File: src/design/timer_pkg.sv
////////////////////
// shared types and timing constants for the countdown timer
// imported by the RTL and the testbench
////////////////////

package timer_pkg;

    // display width
    localparam int LED_W = 4;

    // time loaded when leaving idle
    localparam logic [LED_W-1:0] DEF_TIME = 4'b1000;

    // ticks spent flashing once the count hits zero
    localparam int FLASH_TICKS = 4;

    // clocks per second tick, kept small for simulation
    localparam int TICK_DIV = 64;

    // tick counter bit that drives the flash phase
    localparam int FLASH_BIT = 3;

    // clocks a synchronized button must hold before it is accepted
    localparam int DEB_COUNT = 8;

    // derived counter widths
    localparam int DEB_CNT_W = $clog2(DEB_COUNT + 1);
    localparam int TICK_CNT_W = $clog2(TICK_DIV);
    localparam int FLASH_CNT_W = $clog2(FLASH_TICKS + 1);

    // timer FSM states
    typedef enum logic [2:0] {
        IDLE,       // led dark, waiting for ctrl
        INIT,       // one clock, loads DEF_TIME
        SET_TIME,   // 0 and 1 buttons shift into led
        COUNTDOWN,  // led decrements per tick
        DONE        // led flashes, done held high
    } timer_state_e;

    // one-cycle release pulses from the debouncers
    typedef struct packed {
        logic ctrl;  // start / run
        logic zero;  // shift in a 0
        logic one;   // shift in a 1
    } btn_events_t;

endpackage

File: src/design/debounce.sv
////////////////////
// button synchronizer and debounce filter
// out is the filtered level, ondn/onup pulse on its falling/rising edge
////////////////////

`timescale 1ns/1ps

module debounce
    import timer_pkg::*;
(
    input  logic clk,
    input  logic reset,
    input  logic in,    // raw button, active low (released level is 1)
    output logic out,
    output logic ondn,
    output logic onup
);

    logic                 sync_0;
    logic                 sync_1;
    logic [DEB_CNT_W-1:0] cnt;
    logic                 differs;
    logic                 stable;

    assign differs = (sync_1 != out);
    assign stable = differs && (cnt == DEB_CNT_W'(DEB_COUNT));

    // two-flop synchronizer, resets to the released level
    always_ff @(posedge clk) begin
        if (reset) begin
            sync_0 <= 1'b1;
            sync_1 <= 1'b1;
        end else begin
            sync_0 <= in;
            sync_1 <= sync_0;
        end
    end

    // stability counter runs only while the input disagrees with out
    always_ff @(posedge clk) begin
        if (reset) begin
            cnt  <= '0;
            out  <= 1'b1;
            ondn <= 1'b0;
            onup <= 1'b0;
        end else begin
            ondn <= stable && !sync_1;  // filtered level falls
            onup <= stable && sync_1;   // filtered level rises
            if (!differs) begin
                cnt <= '0;  // bounced back, start over
            end else if (stable) begin
                out <= sync_1;
                cnt <= '0;
            end else begin
                cnt <= cnt + 1'b1;
            end
        end
    end

endmodule

File: src/design/tick_gen.sv
////////////////////
// second tick and flash phase from one free-running divider
////////////////////

`timescale 1ns/1ps

module tick_gen
    import timer_pkg::*;
(
    input  logic clk,
    input  logic reset,
    output logic tick,
    output logic flash_phase
);

    logic [TICK_CNT_W-1:0] cnt;

    always_ff @(posedge clk) begin
        if (reset) begin
            cnt  <= '0;
            tick <= 1'b0;
        end else if (cnt == TICK_CNT_W'(TICK_DIV - 1)) begin
            cnt  <= '0;
            tick <= 1'b1;  // one clock per wrap
        end else begin
            cnt  <= cnt + 1'b1;
            tick <= 1'b0;
        end
    end

    // same counter, so flashing stays in step with the ticks
    assign flash_phase = cnt[FLASH_BIT];

endmodule

File: src/design/timer_fsm.sv
////////////////////
// timer state machine with the led value register
// handles default load, shift entry, countdown and the done flash
////////////////////

`timescale 1ns/1ps

module timer_fsm
    import timer_pkg::*;
(
    input  logic             clk,
    input  logic             reset,
    input  btn_events_t      events,
    input  logic             tick,
    input  logic             flash_phase,
    output logic [LED_W-1:0] led,
    output logic             done
);

    timer_state_e           state;
    timer_state_e           state_next;
    logic [FLASH_CNT_W-1:0] flash_cnt;
    logic                   flash_last;

    // last tick of the flash sequence
    assign flash_last = tick && (flash_cnt == FLASH_CNT_W'(1));

    always_comb begin
        state_next = state;
        case (state)
            IDLE: begin
                if (events.ctrl) begin
                    state_next = INIT;
                end
            end
            INIT: begin
                state_next = SET_TIME;
            end
            SET_TIME: begin
                if (events.ctrl) begin
                    state_next = COUNTDOWN;
                end
            end
            COUNTDOWN: begin
                if (led == '0) begin
                    state_next = DONE;  // also covers a zero set value
                end
            end
            DONE: begin
                if (flash_last) begin
                    state_next = IDLE;
                end
            end
            default: begin
                state_next = IDLE;
            end
        endcase
    end

    always_ff @(posedge clk) begin
        if (reset) begin
            state <= IDLE;
        end else begin
            state <= state_next;
        end
    end

    // led value, events outside SET_TIME are simply ignored
    always_ff @(posedge clk) begin
        if (reset) begin
            led <= '0;
        end else begin
            case (state)
                INIT: begin
                    led <= DEF_TIME;
                end
                SET_TIME: begin
                    if (events.zero) begin
                        led <= {led[LED_W-2:0], 1'b0};  // oldest bit drops off
                    end else if (events.one) begin
                        led <= {led[LED_W-2:0], 1'b1};
                    end
                end
                COUNTDOWN: begin
                    if (tick && led != '0) begin
                        led <= led - 1'b1;
                    end
                end
                DONE: begin
                    if (state_next == IDLE) begin
                        led <= '0;  // dark again in idle
                    end else begin
                        led <= {LED_W{flash_phase}};
                    end
                end
                default: begin
                    led <= '0;
                end
            endcase
        end
    end

    // flash tick count, armed before DONE is entered
    always_ff @(posedge clk) begin
        if (reset) begin
            flash_cnt <= '0;
        end else if (state == COUNTDOWN) begin
            flash_cnt <= FLASH_CNT_W'(FLASH_TICKS);
        end else if (state == DONE && tick) begin
            flash_cnt <= flash_cnt - 1'b1;
        end
    end

    // high for exactly the DONE state
    always_ff @(posedge clk) begin
        if (reset) begin
            done <= 1'b0;
        end else begin
            done <= (state_next == DONE);
        end
    end

endmodule

File: src/design/countdown_timer.sv
////////////////////
// countdown timer top, three buttons in and four leds out
// buttons are active low, a release raises the filtered level
////////////////////

`timescale 1ns/1ps

module countdown_timer
    import timer_pkg::*;
(
    input  logic             clk,
    input  logic             reset,
    input  logic             btn_ctrl,
    input  logic             btn_0,
    input  logic             btn_1,
    output logic [LED_W-1:0] led,
    output logic             done
);

    btn_events_t events;       // release pulses, one field per button
    logic        tick;
    logic        flash_phase;

    // only onup is used, the level and ondn stay open
    debounce u_deb_ctrl (
        .clk   (clk),
        .reset (reset),
        .in    (btn_ctrl),
        .out   (),
        .ondn  (),
        .onup  (events.ctrl)
    );

    debounce u_deb_0 (
        .clk   (clk),
        .reset (reset),
        .in    (btn_0),
        .out   (),
        .ondn  (),
        .onup  (events.zero)
    );

    debounce u_deb_1 (
        .clk   (clk),
        .reset (reset),
        .in    (btn_1),
        .out   (),
        .ondn  (),
        .onup  (events.one)
    );

    tick_gen u_tick (
        .clk         (clk),
        .reset       (reset),
        .tick        (tick),
        .flash_phase (flash_phase)
    );

    timer_fsm u_fsm (
        .clk         (clk),
        .reset       (reset),
        .events      (events),
        .tick        (tick),
        .flash_phase (flash_phase),
        .led         (led),
        .done        (done)
    );

endmodule

File: config.mk
export PLATFORM = sky130hd
export DESIGN_NAME = countdown_timer
export DESIGN_NICKNAME = d
export VERILOG_FILES = /design/src/design/timer_pkg.sv /design/src/design/debounce.sv /design/src/design/tick_gen.sv /design/src/design/timer_fsm.sv /design/src/design/countdown_timer.sv
export SDC_FILE = /design/constraint.sdc
export NUM_CORES = 1
export LEC_CHECK = 0
export ABC_AREA = 1
export BUFFER_PORTS_ARGS = -buffer_cell sky130_fd_sc_hd__buf_2
export CAP_MARGIN = 30
export CORE_ASPECT_RATIO = 2
export CORE_MARGIN = 2
export CORE_UTILIZATION = 53
export CTS_BUF_LIST = sky130_fd_sc_hd__clkbuf_8 sky130_fd_sc_hd__clkbuf_16
export DETAILED_ROUTE_END_ITERATION = 7
export PLACE_DENSITY_LB_ADDON = 0.1
export SLEW_MARGIN = 0
export SYNTH_ARGS = -nofsm -noshare
export SYNTH_HDL_FRONTEND = slang
export SYNTH_SLANG_ARGS = --single-unit
File: constraint.sdc
create_clock -name clk -period 1.4 [get_ports clk]
set_input_delay 0.14 -clock clk [delete_from_list [all_inputs] [get_ports clk]]
set_output_delay 0.14 -clock clk [all_outputs]
set_load 0.01 [all_outputs]
### Word-level counts from Yosys, hierarchy flattened

Index checks and enable logic that the tools add are counted.

* bits in registers: 42
* word-level logic and storage cells: 82

* eq/ne operators: 15
* muxes and demuxes: 13
* add/subtract/negate cells: 6
* bitwise gates (word level): 3
* reductions and logical operators: 23

Operator list (count)
* 3-bit 2-to-1 mux: 6
* 4-bit 2-to-1 mux: 4
* 4-bit case mux with 4 select lines: 1
* 3-bit case mux with 5 select lines: 1
* 4-bit by 1-bit adder with 4-bit output, second input constant: 3
* 4-bit == test, second input constant: 3
* 1-bit logical AND: 9
* 3-bit OR reduction: 3
* 2-bit AND reduction: 4
* 6-bit by 1-bit adder with 6-bit output, second input constant: 1
* 3-bit by 1-bit == test with 1-bit output, second input constant: 2
* 3-bit by 2-bit == test with 1-bit output, second input constant: 2
* 3-bit == test, second input constant: 2
* 6-bit == test, second input constant: 1
* 3-bit zero test: 2
* 4-bit zero test: 1
* 4-bit nonzero test: 1
* 2-bit OR reduction: 2
* 4-bit by 1-bit subtractor with 4-bit output, second input constant: 1
* 1-bit inequality test: 3
* 3-bit inequality test, second input constant: 1
* 1-bit NOT: 3
* 3-bit by 1-bit subtractor with 3-bit output, second input constant: 1
* 2-bit by 1-bit inequality test with 1-bit output, second input constant: 1
* other kinds (2): 2

### Depth between registers and ports, before layout

Gate-level depths: netlist of run 1.

* depth in word-level cells: 7
* gate-level depth with buffers: 12
* depth with buffers taken out: 12

### By module

A second synthesis of run 1 with hierarchy kept.

* cells, all modules: 253
* area, all modules: 2021.9 sq um

Modules (own cells, without submodules)
* debounce: sequential area each 180.2 sq um, area each 354.1 sq um, times used 3, cells an instance 42
* timer_fsm: sequential area each 220.2 sq um, area each 673.1 sq um, times used 1, cells an instance 96
* tick_gen: sequential area each 140.1 sq um, area each 286.5 sq um, times used 1, cells an instance 31

### Least setup slack after synthesis of run 1

Ideal clock, no wire load.

* path kind: flip-flop to flip-flop
* start: register u_tick.cnt[0]
* end: register u_tick.cnt[2]
* buffers on the path: 0
* library setup time: 136 ps
* cell stages (with the launch flop): 9
* clock period less this slack: 1417 ps
* path slack: -17 ps
* required time: 1264 ps
* arrival time: 1281 ps
* cells stage by stage: dfxtp_1 > ha_1 > nand2_1 > nor2_1 > inv_1 > nor2_1 > inv_1 > o21ai_0 > nor3b_1

* longest elaborated chain between the ends: 2

Ends and longest elaborated chain
* from (decl): RTL line tick_gen.sv:16 `logic [TICK_CNT_W-1:0] cnt;`
* from (signal assigned): RTL line tick_gen.sv:26 `cnt <= cnt + 1'b1;`
* branches (longest 2 deep; another with 6-bit by 1-bit adder with 6-bit output)

Parallel ways; which one is timed is not known.
A chain may end at the register's enable or synchronous reset.

### Worst setup path in the final report of run 1

* start: register u_fsm.led[1]
* end: register u_fsm.led[2]

* longest elaborated chain between the ends: 6

Ends and longest elaborated chain
* from (decl): RTL line timer_fsm.sv:16 `output logic [LED_W-1:0] led,`
* from (signal assigned): RTL line timer_fsm.sv:79 `led <= {led[LED_W-2:0], 1'b0};`
* from (signal assigned): RTL line timer_fsm.sv:81 `led <= {led[LED_W-2:0], 1'b1};`
* from (signal assigned): RTL line timer_fsm.sv:86 `led <= led - 1'b1;`
* 4-bit zero test: RTL line timer_fsm.sv:45 `if (led == '0) begin`
* 3-bit 2-to-1 mux: RTL line timer_fsm.sv:45
* 3-bit case mux with 5 select lines: RTL line timer_fsm.sv:30 `case (state)`
* 3-bit zero test: RTL line timer_fsm.sv:90 `if (state_next == IDLE) begin`
* 4-bit 2-to-1 mux: RTL line timer_fsm.sv:90
* 4-bit case mux with 4 select lines: RTL line timer_fsm.sv:73 `case (state)`

Several ways; a longest one is shown, not always the timed one. The select of a mux whose other input is x is not followed.

==> run summary, run 1 <==
==================================================================================
Leading cell type in the layout, fill and taps excluded                    dfxtp_1
Final critical delay including setup and external delays                   1369 ps
Maximum fanout count along the critical path                                     2
Total non-filler cell area in the finished layout                         2226 um2
Number of top-level pins                                                        10
Max_slew headroom                                                           0.7773
Total wire length                                                          3315 um
Slew Viols, Final                                                                0
Average instance area after synthesis                                    8.049 um2
Final global-route overflow total                                                0
Maximum number of pins on one net before global-route repair                    21
Floorplan row count                                                             30
CTS Root Cell                                                             clkbuf_8
Max Root-Sink Buffers                                                            2
HPWL after detailed placement                                              2494 um
DP Area                                                                   1963 um2
Max rail drop VDD                                                      0.0009297 V
Vias in the first global route                                                1449
Number of fill cells                                                           297
Hold violation total from the final report                                       0
TritonCTS clock tree                                                          done
Max Clock Freq                                                          0.7306 GHz
Areal power density over the cells                                    990.2 nW/um2
Routed wire length per instance                                           11.51 um
Global-route wire length before repair                                     5513 um
Effective utilization at floorplan                                          0.5397
Share of cells above drive strength 1                                       0.2930
Clk sink count                                                                  42
Final estimated routing congestion in global placement                      0.7743
Crit Path Category                                                         reg2reg
Post-synth cell types                                                           27
Routed vias/inst                                                             5.222
Most used cells in the layout excluding fill and tap cells            dfxtp_1 (35), nor2_1 (31), inv_1 (26), nand2_1 (26), buf_4 (17)
H-tree levels                                                                    2
Clock latency reported for the late side of the worst-skew pair             290 ps
Die Ht                                                                    86.49 um
Area inside the core boundary                                             3341 um2
Result of the run                                                     finished, final reports clean
Final number of setup-violating endpoints                                        0
Overall die area                                                          3913 um2
Dominant delay contributor by cell family on the critical path          flip-flops
All-layer global routing usage                                              0.1907
Number of DRC violations after detailed routing                                  0
Clock Pin Slew Worst Setup and Hold Paths                                    80 ps
Finished Core Util                                                          0.6663
Remaining number of nets flagged by the antenna check after routing              0
Chain of cells forming the critical path                              inv_2 -> buf_4 -> buf_4 -> ha_4 -> xor2_1 -> a21oi_1 -> nand2_1 -> nand2_1 -> a21oi_1
Total clock buffers created by CTS                                               5
Cell area after synthesis                                                 1803 um2
Layout area overhead                                                        23.46%
Worst setup margin                                                        31.28 ps
Setup TNS Final                                                               0 ps
Flops & latches, synth                                                          42
Worst Path Required                                                        1580 ps
Proportion of netlist area held by the largest area contributor             0.4663
Net count of the mapped netlist                                                240
Arrival time at the worst endpoint                                         1540 ps
Max Clock Skew                                                            4.038 ps
Final net count                                                                271
Part of the Yosys area used for sequential elements                         0.4663
First drt pass iteration count                                                   4
Unrepaired setup endpoints after global routing                               true
Path category of the worst min-delay check                                  in2reg
Synthesis warning total                                                          0
Overall via count from detail_route                                           1504
Total of max-cap violations                                                      0
Antenna violations before repair                                                 0
Iteration-0 DRC Markers                                                         19
Die Wd                                                                    45.24 um
Input/output buffers                                                             9
Critical Path End Type                                                    register
Antenna diode count                                                              0
Standby leakage power                                                    0.9280 nW
Highest-delay cell along the critical path                                 dfxtp_2
Slew at the pin closest to its max-slew limit                             331.3 ps
Kind of start point of the critical path                                  register
Largest area contributor in the synthesized netlist                        dfxtp_1
Max stage delay on crit path                                                340 ps
Part of the cycle the worst path needs                                      0.9777
Mapped Cells                                                                   224
Crit path buf inv count                                                          3
Worst setup slack after placement                                        -43.08 ps
Largest cells by area after synthesis                                 dfxtp_1 (47%), ha_1 (7.6%), nand2_1 (6.9%)
==================================================================================
power breakdown:
| group | total, mW | switching [mW] | leakage [nW] | internal (mW) |
|---|---|---|---|---|
| sequential | 1.22 | 0.0137 | 0.344 | 1.21 |
| clock | 0.920 | 0.395 | 0.0579 | 0.524 |
| combinational | 0.0620 | 0.0348 | 0.526 | 0.0272 |
cells by family after synthesis:
family	after synthesis	share of synthesized area
simple gates	103	0.2589
flops	42	0.4663
buf+inv	34	0.07078
compound gates	23	0.07427
xor+xnor	11	0.05344
fa+ha+maj	11	0.07633
through the flow:
step / std cells / hold WS (ps) / total power, mW
CTS: 282 / 21.90 / 2.220
detailed placement: 274 / 327.8 / 1.310
finish: 288 / 25.64 / 2.204
global placement: 274 / 324.6 / 1.305
global route: 288 / 17.71 / 2.295
floorplan: 224 / 243.8 / 1.287
layer usage:
layer | track usage | vias up | wire [um]
met1 | 0.1653 | 704 | 1163
met3 | 0.04375 | 7 | 68
met2 | 0.3766 | 17 | 1994
met4 | 0.08021 | 0 | 89
li1 | - | 776 | -
met5 | 0 | - | 0
cells in the mapped netlist:
master,instances
dfxtp_1,42
nand2_1,33
nor2_1,33
inv_1,31
nand3_1,16
a21oi_1,12
ha_1,11
xor2_1,8
o21ai_0,6
or2_2,6
nand4_1,4
nand2_2,3
xnor2_1,3
clkbuf_1,2
nor3_1,2
a211oi_1,1
a31oi_1,1
clkinv_1,1
nand3b_1,1
nor2_2,1
nor2_4,1
nor3b_1,1
nor4_1,1
o211ai_1,1
o21ai_4,1
o22ai_1,1
or2_4,1
state kept, by name (all words and copies together) (netlist names), 3 cells and up:
register         cells
u_deb_0.cnt          4
u_fsm.led            4
u_fsm.state          3
u_deb_ctrl.cnt       4
u_deb_1.cnt          4
u_tick.cnt           6
u_fsm.flash_cnt      3
what timing repair did:
action                                  in CTS  in global routing
endpoints found under the hold margin        0                  0
pin swaps                                    1                 14
endpoints found under the setup margin       9                  9
hold buffers                                 0                  0
buffers inserted                             0                  6
resized for setup                            6                 29
cell type report:
cell class / instances / area [um2] / share of cell area
well taps: 32 / 40.04 / 0.01799
repair buffers: 26 / 172.7 / 0.07757
clock inverters: 3 / 40.04 / 0.01799
multi-input cells: 148 / 929.6 / 0.4177
clock buffers: 5 / 68.82 / 0.03092
flip-flops and latches: 42 / 854.6 / 0.3839
inverters: 32 / 120.1 / 0.05396
final timing paths:
kind | from | end | slack [ps] | cells after the start
worst max-delay path | u_fsm.led[1] | u_fsm.led[2] | 30 | 9
worst min-delay path | btn_ctrl | u_deb_ctrl.sync_0 | 30 | 2
worst max register to register | u_fsm.led[1] | u_fsm.led[2] | 30 | 9
worst min register to register | u_deb_0.sync_0 | u_deb_0.sync_1 | 410 | 1
Power figures use the tool's default switching activity.
==> run 2: changes to the inputs <==
--- a/config.mk
+++ b/config.mk
@@ -5,7 +5,7 @@
 export SDC_FILE = /design/constraint.sdc
 export NUM_CORES = 1
 export LEC_CHECK = 0
-export ABC_AREA = 1
+export ABC_AREA = 0
 export BUFFER_PORTS_ARGS = -buffer_cell sky130_fd_sc_hd__buf_2
 export CAP_MARGIN = 30
 export CORE_ASPECT_RATIO = 2
==> run summary, run 2 <==
==================================================================================
Remaining number of nets flagged by the antenna check after routing              0
Net count of the mapped netlist                                                214
Arrival time at the worst endpoint                                         1600 ps
Most used cells in the layout excluding fill and tap cells            dfxtp_1 (35), nor2_1 (31), buf_4 (15), nand2_1 (13), xnor2_1 (12)
Mux share of post-synthesis cell area                                      0.01097
Number of fill cells                                                           293
Synthesized-area fraction occupied by ao, oa, aoi and oai cells            0.09465
Number of top-level pins                                                        10
Highest-delay cell along the critical path                                 dfxtp_2
Result of the run                                                     finished, final reports clean
Total clock buffers created by CTS                                               5
Vias in the first global route                                                1379
Routed vias/inst                                                             5.520
PnR Total Power                                                           2.021 mW
Final estimated routing congestion in global placement                      0.7720
Slew Viols, Final                                                                0
Final critical delay including setup and external delays                   1385 ps
Mapped Cells                                                                   198
Most common flop cell mapped by yosys                                      dfxtp_1
Clock latency reported for the late side of the worst-skew pair             280 ps
Worst hold slack across all endpoints                                     39.32 ps
Final global-route overflow total                                                0
Area used by sequential logic in the layout                              849.6 um2
Combinational family with the most area after synthesis               simple AND/OR/NAND/NOR gates
Iteration-0 DRC Markers                                                         22
Routed wire length per instance                                           13.80 um
Input/output buffers                                                             9
Leading cell type in the layout, fill and taps excluded                    dfxtp_1
Cell area after synthesis                                                 1824 um2
Proportion of netlist area held by the largest area contributor             0.4609
Max Clock Skew                                                            7.666 ps
Total of max-cap violations                                                      0
Critical Path End Type                                                    register
Overall die area                                                          3956 um2
First drt pass iteration count                                                   4
Effective utilization at floorplan                                          0.5461
Worst Path Required                                                        1610 ps
Antenna diode count                                                              0
Die Wd                                                                    45.49 um
Slew at the pin closest to its max-slew limit                             507.9 ps
Final net count                                                                237
Path category of the worst min-delay check                                  in2reg
Chain of cells forming the critical path                              inv_2 -> ha_4 -> nor3b_4 -> o221a_4 -> nand2_2 -> a21oi_2
Average instance area after synthesis                                    9.213 um2
Largest area contributor in the synthesized netlist                        dfxtp_1
Areal power density over the cells                                    934.4 nW/um2
Post-synth cell types                                                           37
Share of cells above drive strength 1                                       0.2727
Kind of start point of the critical path                                  register
Number of flip-flops in the largest register                                     6
TritonCTS clock tree                                                          done
Standby leakage power                                                    0.8819 nW
Part of the Yosys area used for sequential elements                         0.4609
Clock Pin Slew Worst Setup and Hold Paths                                    80 ps
H-tree levels                                                                    2
Total wire length                                                          3478 um
HPWL after detailed placement                                              2557 um
Most instantiated library cell after synthesis                             dfxtp_1
Area inside the core boundary                                             3341 um2
Max stage delay on crit path                                                350 ps
Antenna violations before repair                                                 0
Number of flops mapped to enable cells by yosys                                  0
Unrepaired setup endpoints after global routing                               true
Max rail drop VDD                                                      0.0009831 V
Total area of multi-input combinational cells                            988.4 um2
Maximum fanout count along the critical path                                     4
Synthesized-area fraction occupied by and/or/nand/nor cells                 0.2257
Floorplan row count                                                             30
Adder-cell share of the synthesized area                                   0.07545
Max Clock Freq                                                          0.7219 GHz
Max Root-Sink Buffers                                                            2
Max_slew headroom                                                           0.6614
All-layer global routing usage                                              0.1997
Fraction of synthesis flops using an asynchronous set or reset pin               0
Part of the cycle the worst path needs                                      0.9894
Ranking of synthesized cells by instance count                        dfxtp_1 (42), nor2_1 (31), nand2_1 (14)
Layout area overhead                                                        18.59%
Flops & latches, synth                                                          42
Global-route wire length before repair                                     5768 um
Crit Path Category                                                         reg2reg
Maximum number of pins on one net before global-route repair                    31
CTS Root Cell                                                             clkbuf_8
Number of DRC violations after detailed routing                                  0
Xor-xnor portion of the synthesized cell area                              0.08162
Final number of setup-violating endpoints                                        0
Clk sink count                                                                  42
Synthesis warning total                                                          0
Largest register by flop count                                          u_tick.cnt
Largest cells by area after synthesis                                 dfxtp_1 (46%), ha_1 (7.5%), nor2_1 (6.4%)
Hold violation total from the final report                                       0
Die Ht                                                                    86.97 um
Overall via count from detail_route                                           1391
==================================================================================
run 2: cell type report:
cell class | instances | area share
multi-input combinational | 136 | 0.4569
sequential | 42 | 0.3927
timing repair buffer | 24 | 0.07287
clock buffer | 6 | 0.03817
inverter | 12 | 0.02082
tap | 32 | 0.01851
run 2: per-stage QoR:
step | std cells | utilization | TNS (ps) | worst slack (ps) | area [um2]
floorplan | 198 | - | 0 | 6.598 | 1836
global placement | 245 | 0.5921 | 0 | 21.11 | 1978
global route | 252 | 0.6476 | -166.5 | -51.92 | 2163
detailed placement | 245 | 0.5921 | -113.8 | -40.98 | 1978
CTS | 251 | 0.6277 | 0 | 2.241 | 2097
finish | 252 | 0.6476 | 0 | 14.79 | 2163
run 2: kinds of logic (layout without fill, tap and decap cells):
kind of cell | count (synthesis) | in the layout
adder cells (fa/ha/maj) | 11 | 11
AND/OR/NAND/NOR | 82 | 82
XOR/XNOR | 17 | 17
multiplexers | 2 | 2
flip-flops | 42 | 42
buffers and inverters | 20 | 42
AO/OA/AOI/OAI | 24 | 24
run 2: worst paths after layout:
check	from	slack (ps)	depth (start not counted)	end
worst min register to register	u_deb_1.sync_0	410	1	u_deb_1.sync_1
worst max-delay path	u_fsm.led[1]	10	6	u_fsm.led[1]
worst min-delay path	btn_1	40	2	u_deb_1.sync_0
worst max register to register	u_fsm.led[1]	10	6	u_fsm.led[1]
run 2: report_power, final:
| part | total [mW] | leakage [nW] | switching (mW) | internal (mW) |
|---|---|---|---|---|
| Sequential | 1.22 | 0.344 | 0.0116 | 1.21 |
| Clock | 0.747 | 0.0431 | 0.367 | 0.380 |
| Combinational | 0.0511 | 0.495 | 0.0278 | 0.0233 |
run 2: critical path: cells and delay by family, from the launching register on:
family / cells / cell delay [ps]
flip-flops: 1 / 350
adder cells (fa/ha/maj): 1 / 130
AND/OR/NAND/NOR: 2 / 340
buffers and inverters: 1 / 80
AO/OA/AOI/OAI: 2 / 390
run 2: routing by layer:
layer / global-route usage / share of wire / wire [um] / vias up
met5: 0 / 0 / 0 / -
met4: 0.08824 / 0.021 / 72 / 0
met3: 0.03734 / 0.020 / 69 / 7
met2: 0.3905 / 0.60 / 2077 / 22
met1: 0.1783 / 0.36 / 1259 / 661
li1: - / - / - / 701
run 2: what timing repair did:
item	in CTS	in global routing
resized for setup	7	16
buffers inserted	0	1
hold buffers	0	0
pin swaps	4	6
endpoints found under the setup margin	4	9
hold endpoints to repair	0	0
==> run 3: changes to the inputs <==
--- a/config.mk
+++ b/config.mk
@@ -8,7 +8,6 @@
 export ABC_AREA = 0
 export BUFFER_PORTS_ARGS = -buffer_cell sky130_fd_sc_hd__buf_2
 export CAP_MARGIN = 30
-export CORE_ASPECT_RATIO = 2
 export CORE_MARGIN = 2
 export CORE_UTILIZATION = 53
 export CTS_BUF_LIST = sky130_fd_sc_hd__clkbuf_8 sky130_fd_sc_hd__clkbuf_16
==> run summary, run 3 (synthesized netlist as in run 2, its figures left out) <==
==================================================================================
Number of flip-flops in the largest register                                     6
Most used cells in the layout excluding fill and tap cells            dfxtp_1 (38), nor2_1 (31), nand2_1 (14), buf_4 (13), xnor2_1 (12)
RR Startpoint                                                         u_fsm.led[0]
Maximum number of pins on one net before global-route repair                    26
All-layer global routing usage                                              0.1811
Worst setup margin                                                        23.37 ps
Chain of cells forming the critical path                              or4_1 -> a21oi_1 -> o32ai_1 -> a21oi_1
Areal power density over the cells                                    996.2 nW/um2
Worst-case hold path end point                                        u_deb_0.sync_0
Worst setup slack after placement                                         18.87 ps
Kind of start point of the critical path                                  register
Final number of setup-violating endpoints                                        0
HPWL after detailed placement                                              2354 um
Global-route wire length before repair                                     5644 um
Area inside the core boundary                                             3311 um2
Vias in the first global route                                                1359
Max stage delay on crit path                                                520 ps
Layout area overhead                                                        20.23%
Terminus of the critical flop-to-flop path                            u_fsm.led[3]
First drt pass iteration count                                                   4
Max Root-Sink Buffers                                                            2
Iteration-0 DRC Markers                                                         66
Die Wd                                                                    62.67 um
Effective utilization at floorplan                                          0.5510
Overall via count from detail_route                                           1397
Total clock buffers created by CTS                                               5
Die Ht                                                                    62.67 um
Final estimated routing congestion in global placement                      0.8312
Total of max-cap violations                                                      0
Standby leakage power                                                    0.8642 nW
H-tree levels                                                                    2
Critical path's most frequent cell                                         a21oi_1
DP Area                                                                   2001 um2
Largest register by flop count                                          u_tick.cnt
Routed vias/inst                                                             5.213
Part of the cycle the worst path needs                                      0.9833
Max rail drop VDD                                                      0.0006873 V
Antenna violations before repair                                                 0
Slew at the pin closest to its max-slew limit                             409.1 ps
Arrival time at the worst endpoint                                         1600 ps
Overall die area                                                          3928 um2
Result of the run                                                     finished, final reports clean
Final critical delay including setup and external delays                   1377 ps
Instance count along the most critical hold path                                 2
Clock Pin Slew Worst Setup and Hold Paths                                    70 ps
Hold violation total from the final report                                       0
Number of DRC violations after detailed routing                                  0
Max_slew headroom                                                           0.7273
Max Clock Skew                                                            6.132 ps
Final net count                                                                237
Share of cells above drive strength 1                                       0.2297
PnR Total Power                                                           2.185 mW
CTS Root Cell                                                             clkbuf_8
Crit Path Category                                                         reg2reg
Maximum fanout count along the critical path                                     5
Dominant delay contributor by cell family on the critical path        simple AND/OR/NAND/NOR gates
TritonCTS clock tree                                                          done
Total non-filler cell area in the finished layout                         2193 um2
Final global-route overflow total                                                0
Clock latency reported for the late side of the worst-skew pair             290 ps
Max Clock Freq                                                          0.7264 GHz
Number of top-level pins                                                        10
Input/output buffers                                                             9
Total wire length                                                          3206 um
Slew Viols, Final                                                                0
Antenna diode count                                                              0
Routed wire length per instance                                           11.96 um
Critical Path End Type                                                    register
FF-to-FF path depth                                                              4
Leading cell type in the layout, fill and taps excluded                    dfxtp_1
Floorplan row count                                                             21
Remaining number of nets flagged by the antenna check after routing              0
Clk sink count                                                                  42
Crit path depth                                                                  4
Unrepaired setup endpoints after global routing                               true
Crit path buf inv count                                                          0
Path category of the worst min-delay check                                  in2reg
Reg2Reg Setup Slack                                                          20 ps
Finished Core Util                                                          0.6625
Worst Path Required                                                        1620 ps
Beginning of the worst hold path                                             btn_0
Highest-delay cell along the critical path                                   or4_1
==================================================================================
[run 3: final cells by class]
class                           instances  area, um2
Fill cell                             299       1117
Multi-Input combinational cell        136      955.9
Sequential cell                        42      848.3
Timing Repair Buffer                   24      173.9
Tap cell                               46      57.56
Inverter                               12      47.55
Clock buffer                            5      68.82
Clock inverter                          3      41.29
[run 3: timing repair]
item	CTS	global route
buffers inserted	0	2
hold buffers	0	0
endpoints found under the setup margin	1	8
gates resized for setup	0	16
pin swaps	1	6
[run 3: where the power goes]
part | switching, mW | internal (mW)
Clock | 0.386 | 0.524
Sequential | 0.0118 | 1.21
Combinational | 0.0278 | 0.0251
Total | 0.426 | 1.76
[run 3: per-layer routing]
| layer | track usage | vias to the layer above | wire length (um) |
|---|---|---|---|
| met5 | 0 | - | 0 |
| met4 | 0.08333 | 0 | 81 |
| met3 | 0.05405 | 8 | 141 |
| met2 | 0.3065 | 26 | 1562 |
| met1 | 0.2103 | 662 | 1421 |
| li1 | - | 701 | - |
[run 3: how the worst max path moves through the flow]
stage                       startpoint           end  slack [ps]
after floorplan           u_fsm.led[1]  u_fsm.led[0]           7
after global placement    u_fsm.led[0]  u_fsm.led[2]          50
after detailed placement  u_fsm.led[0]  u_fsm.led[2]          20
after CTS                 u_fsm.led[0]  u_fsm.led[3]          20
after global routing      u_fsm.led[0]  u_fsm.led[0]         -50
final                     u_fsm.led[0]  u_fsm.led[3]          20
[run 3: stage by stage]
step | TNS, ps | cells | hold WS [ps]
floorplan | 0 | 198 | 243.8
global placement | 0 | 258 | 325.3
detailed placement | 0 | 258 | 324.9
CTS | 0 | 266 | 16.48
global route | -159.6 | 268 | 21.11
finish | 0 | 268 | 26.64
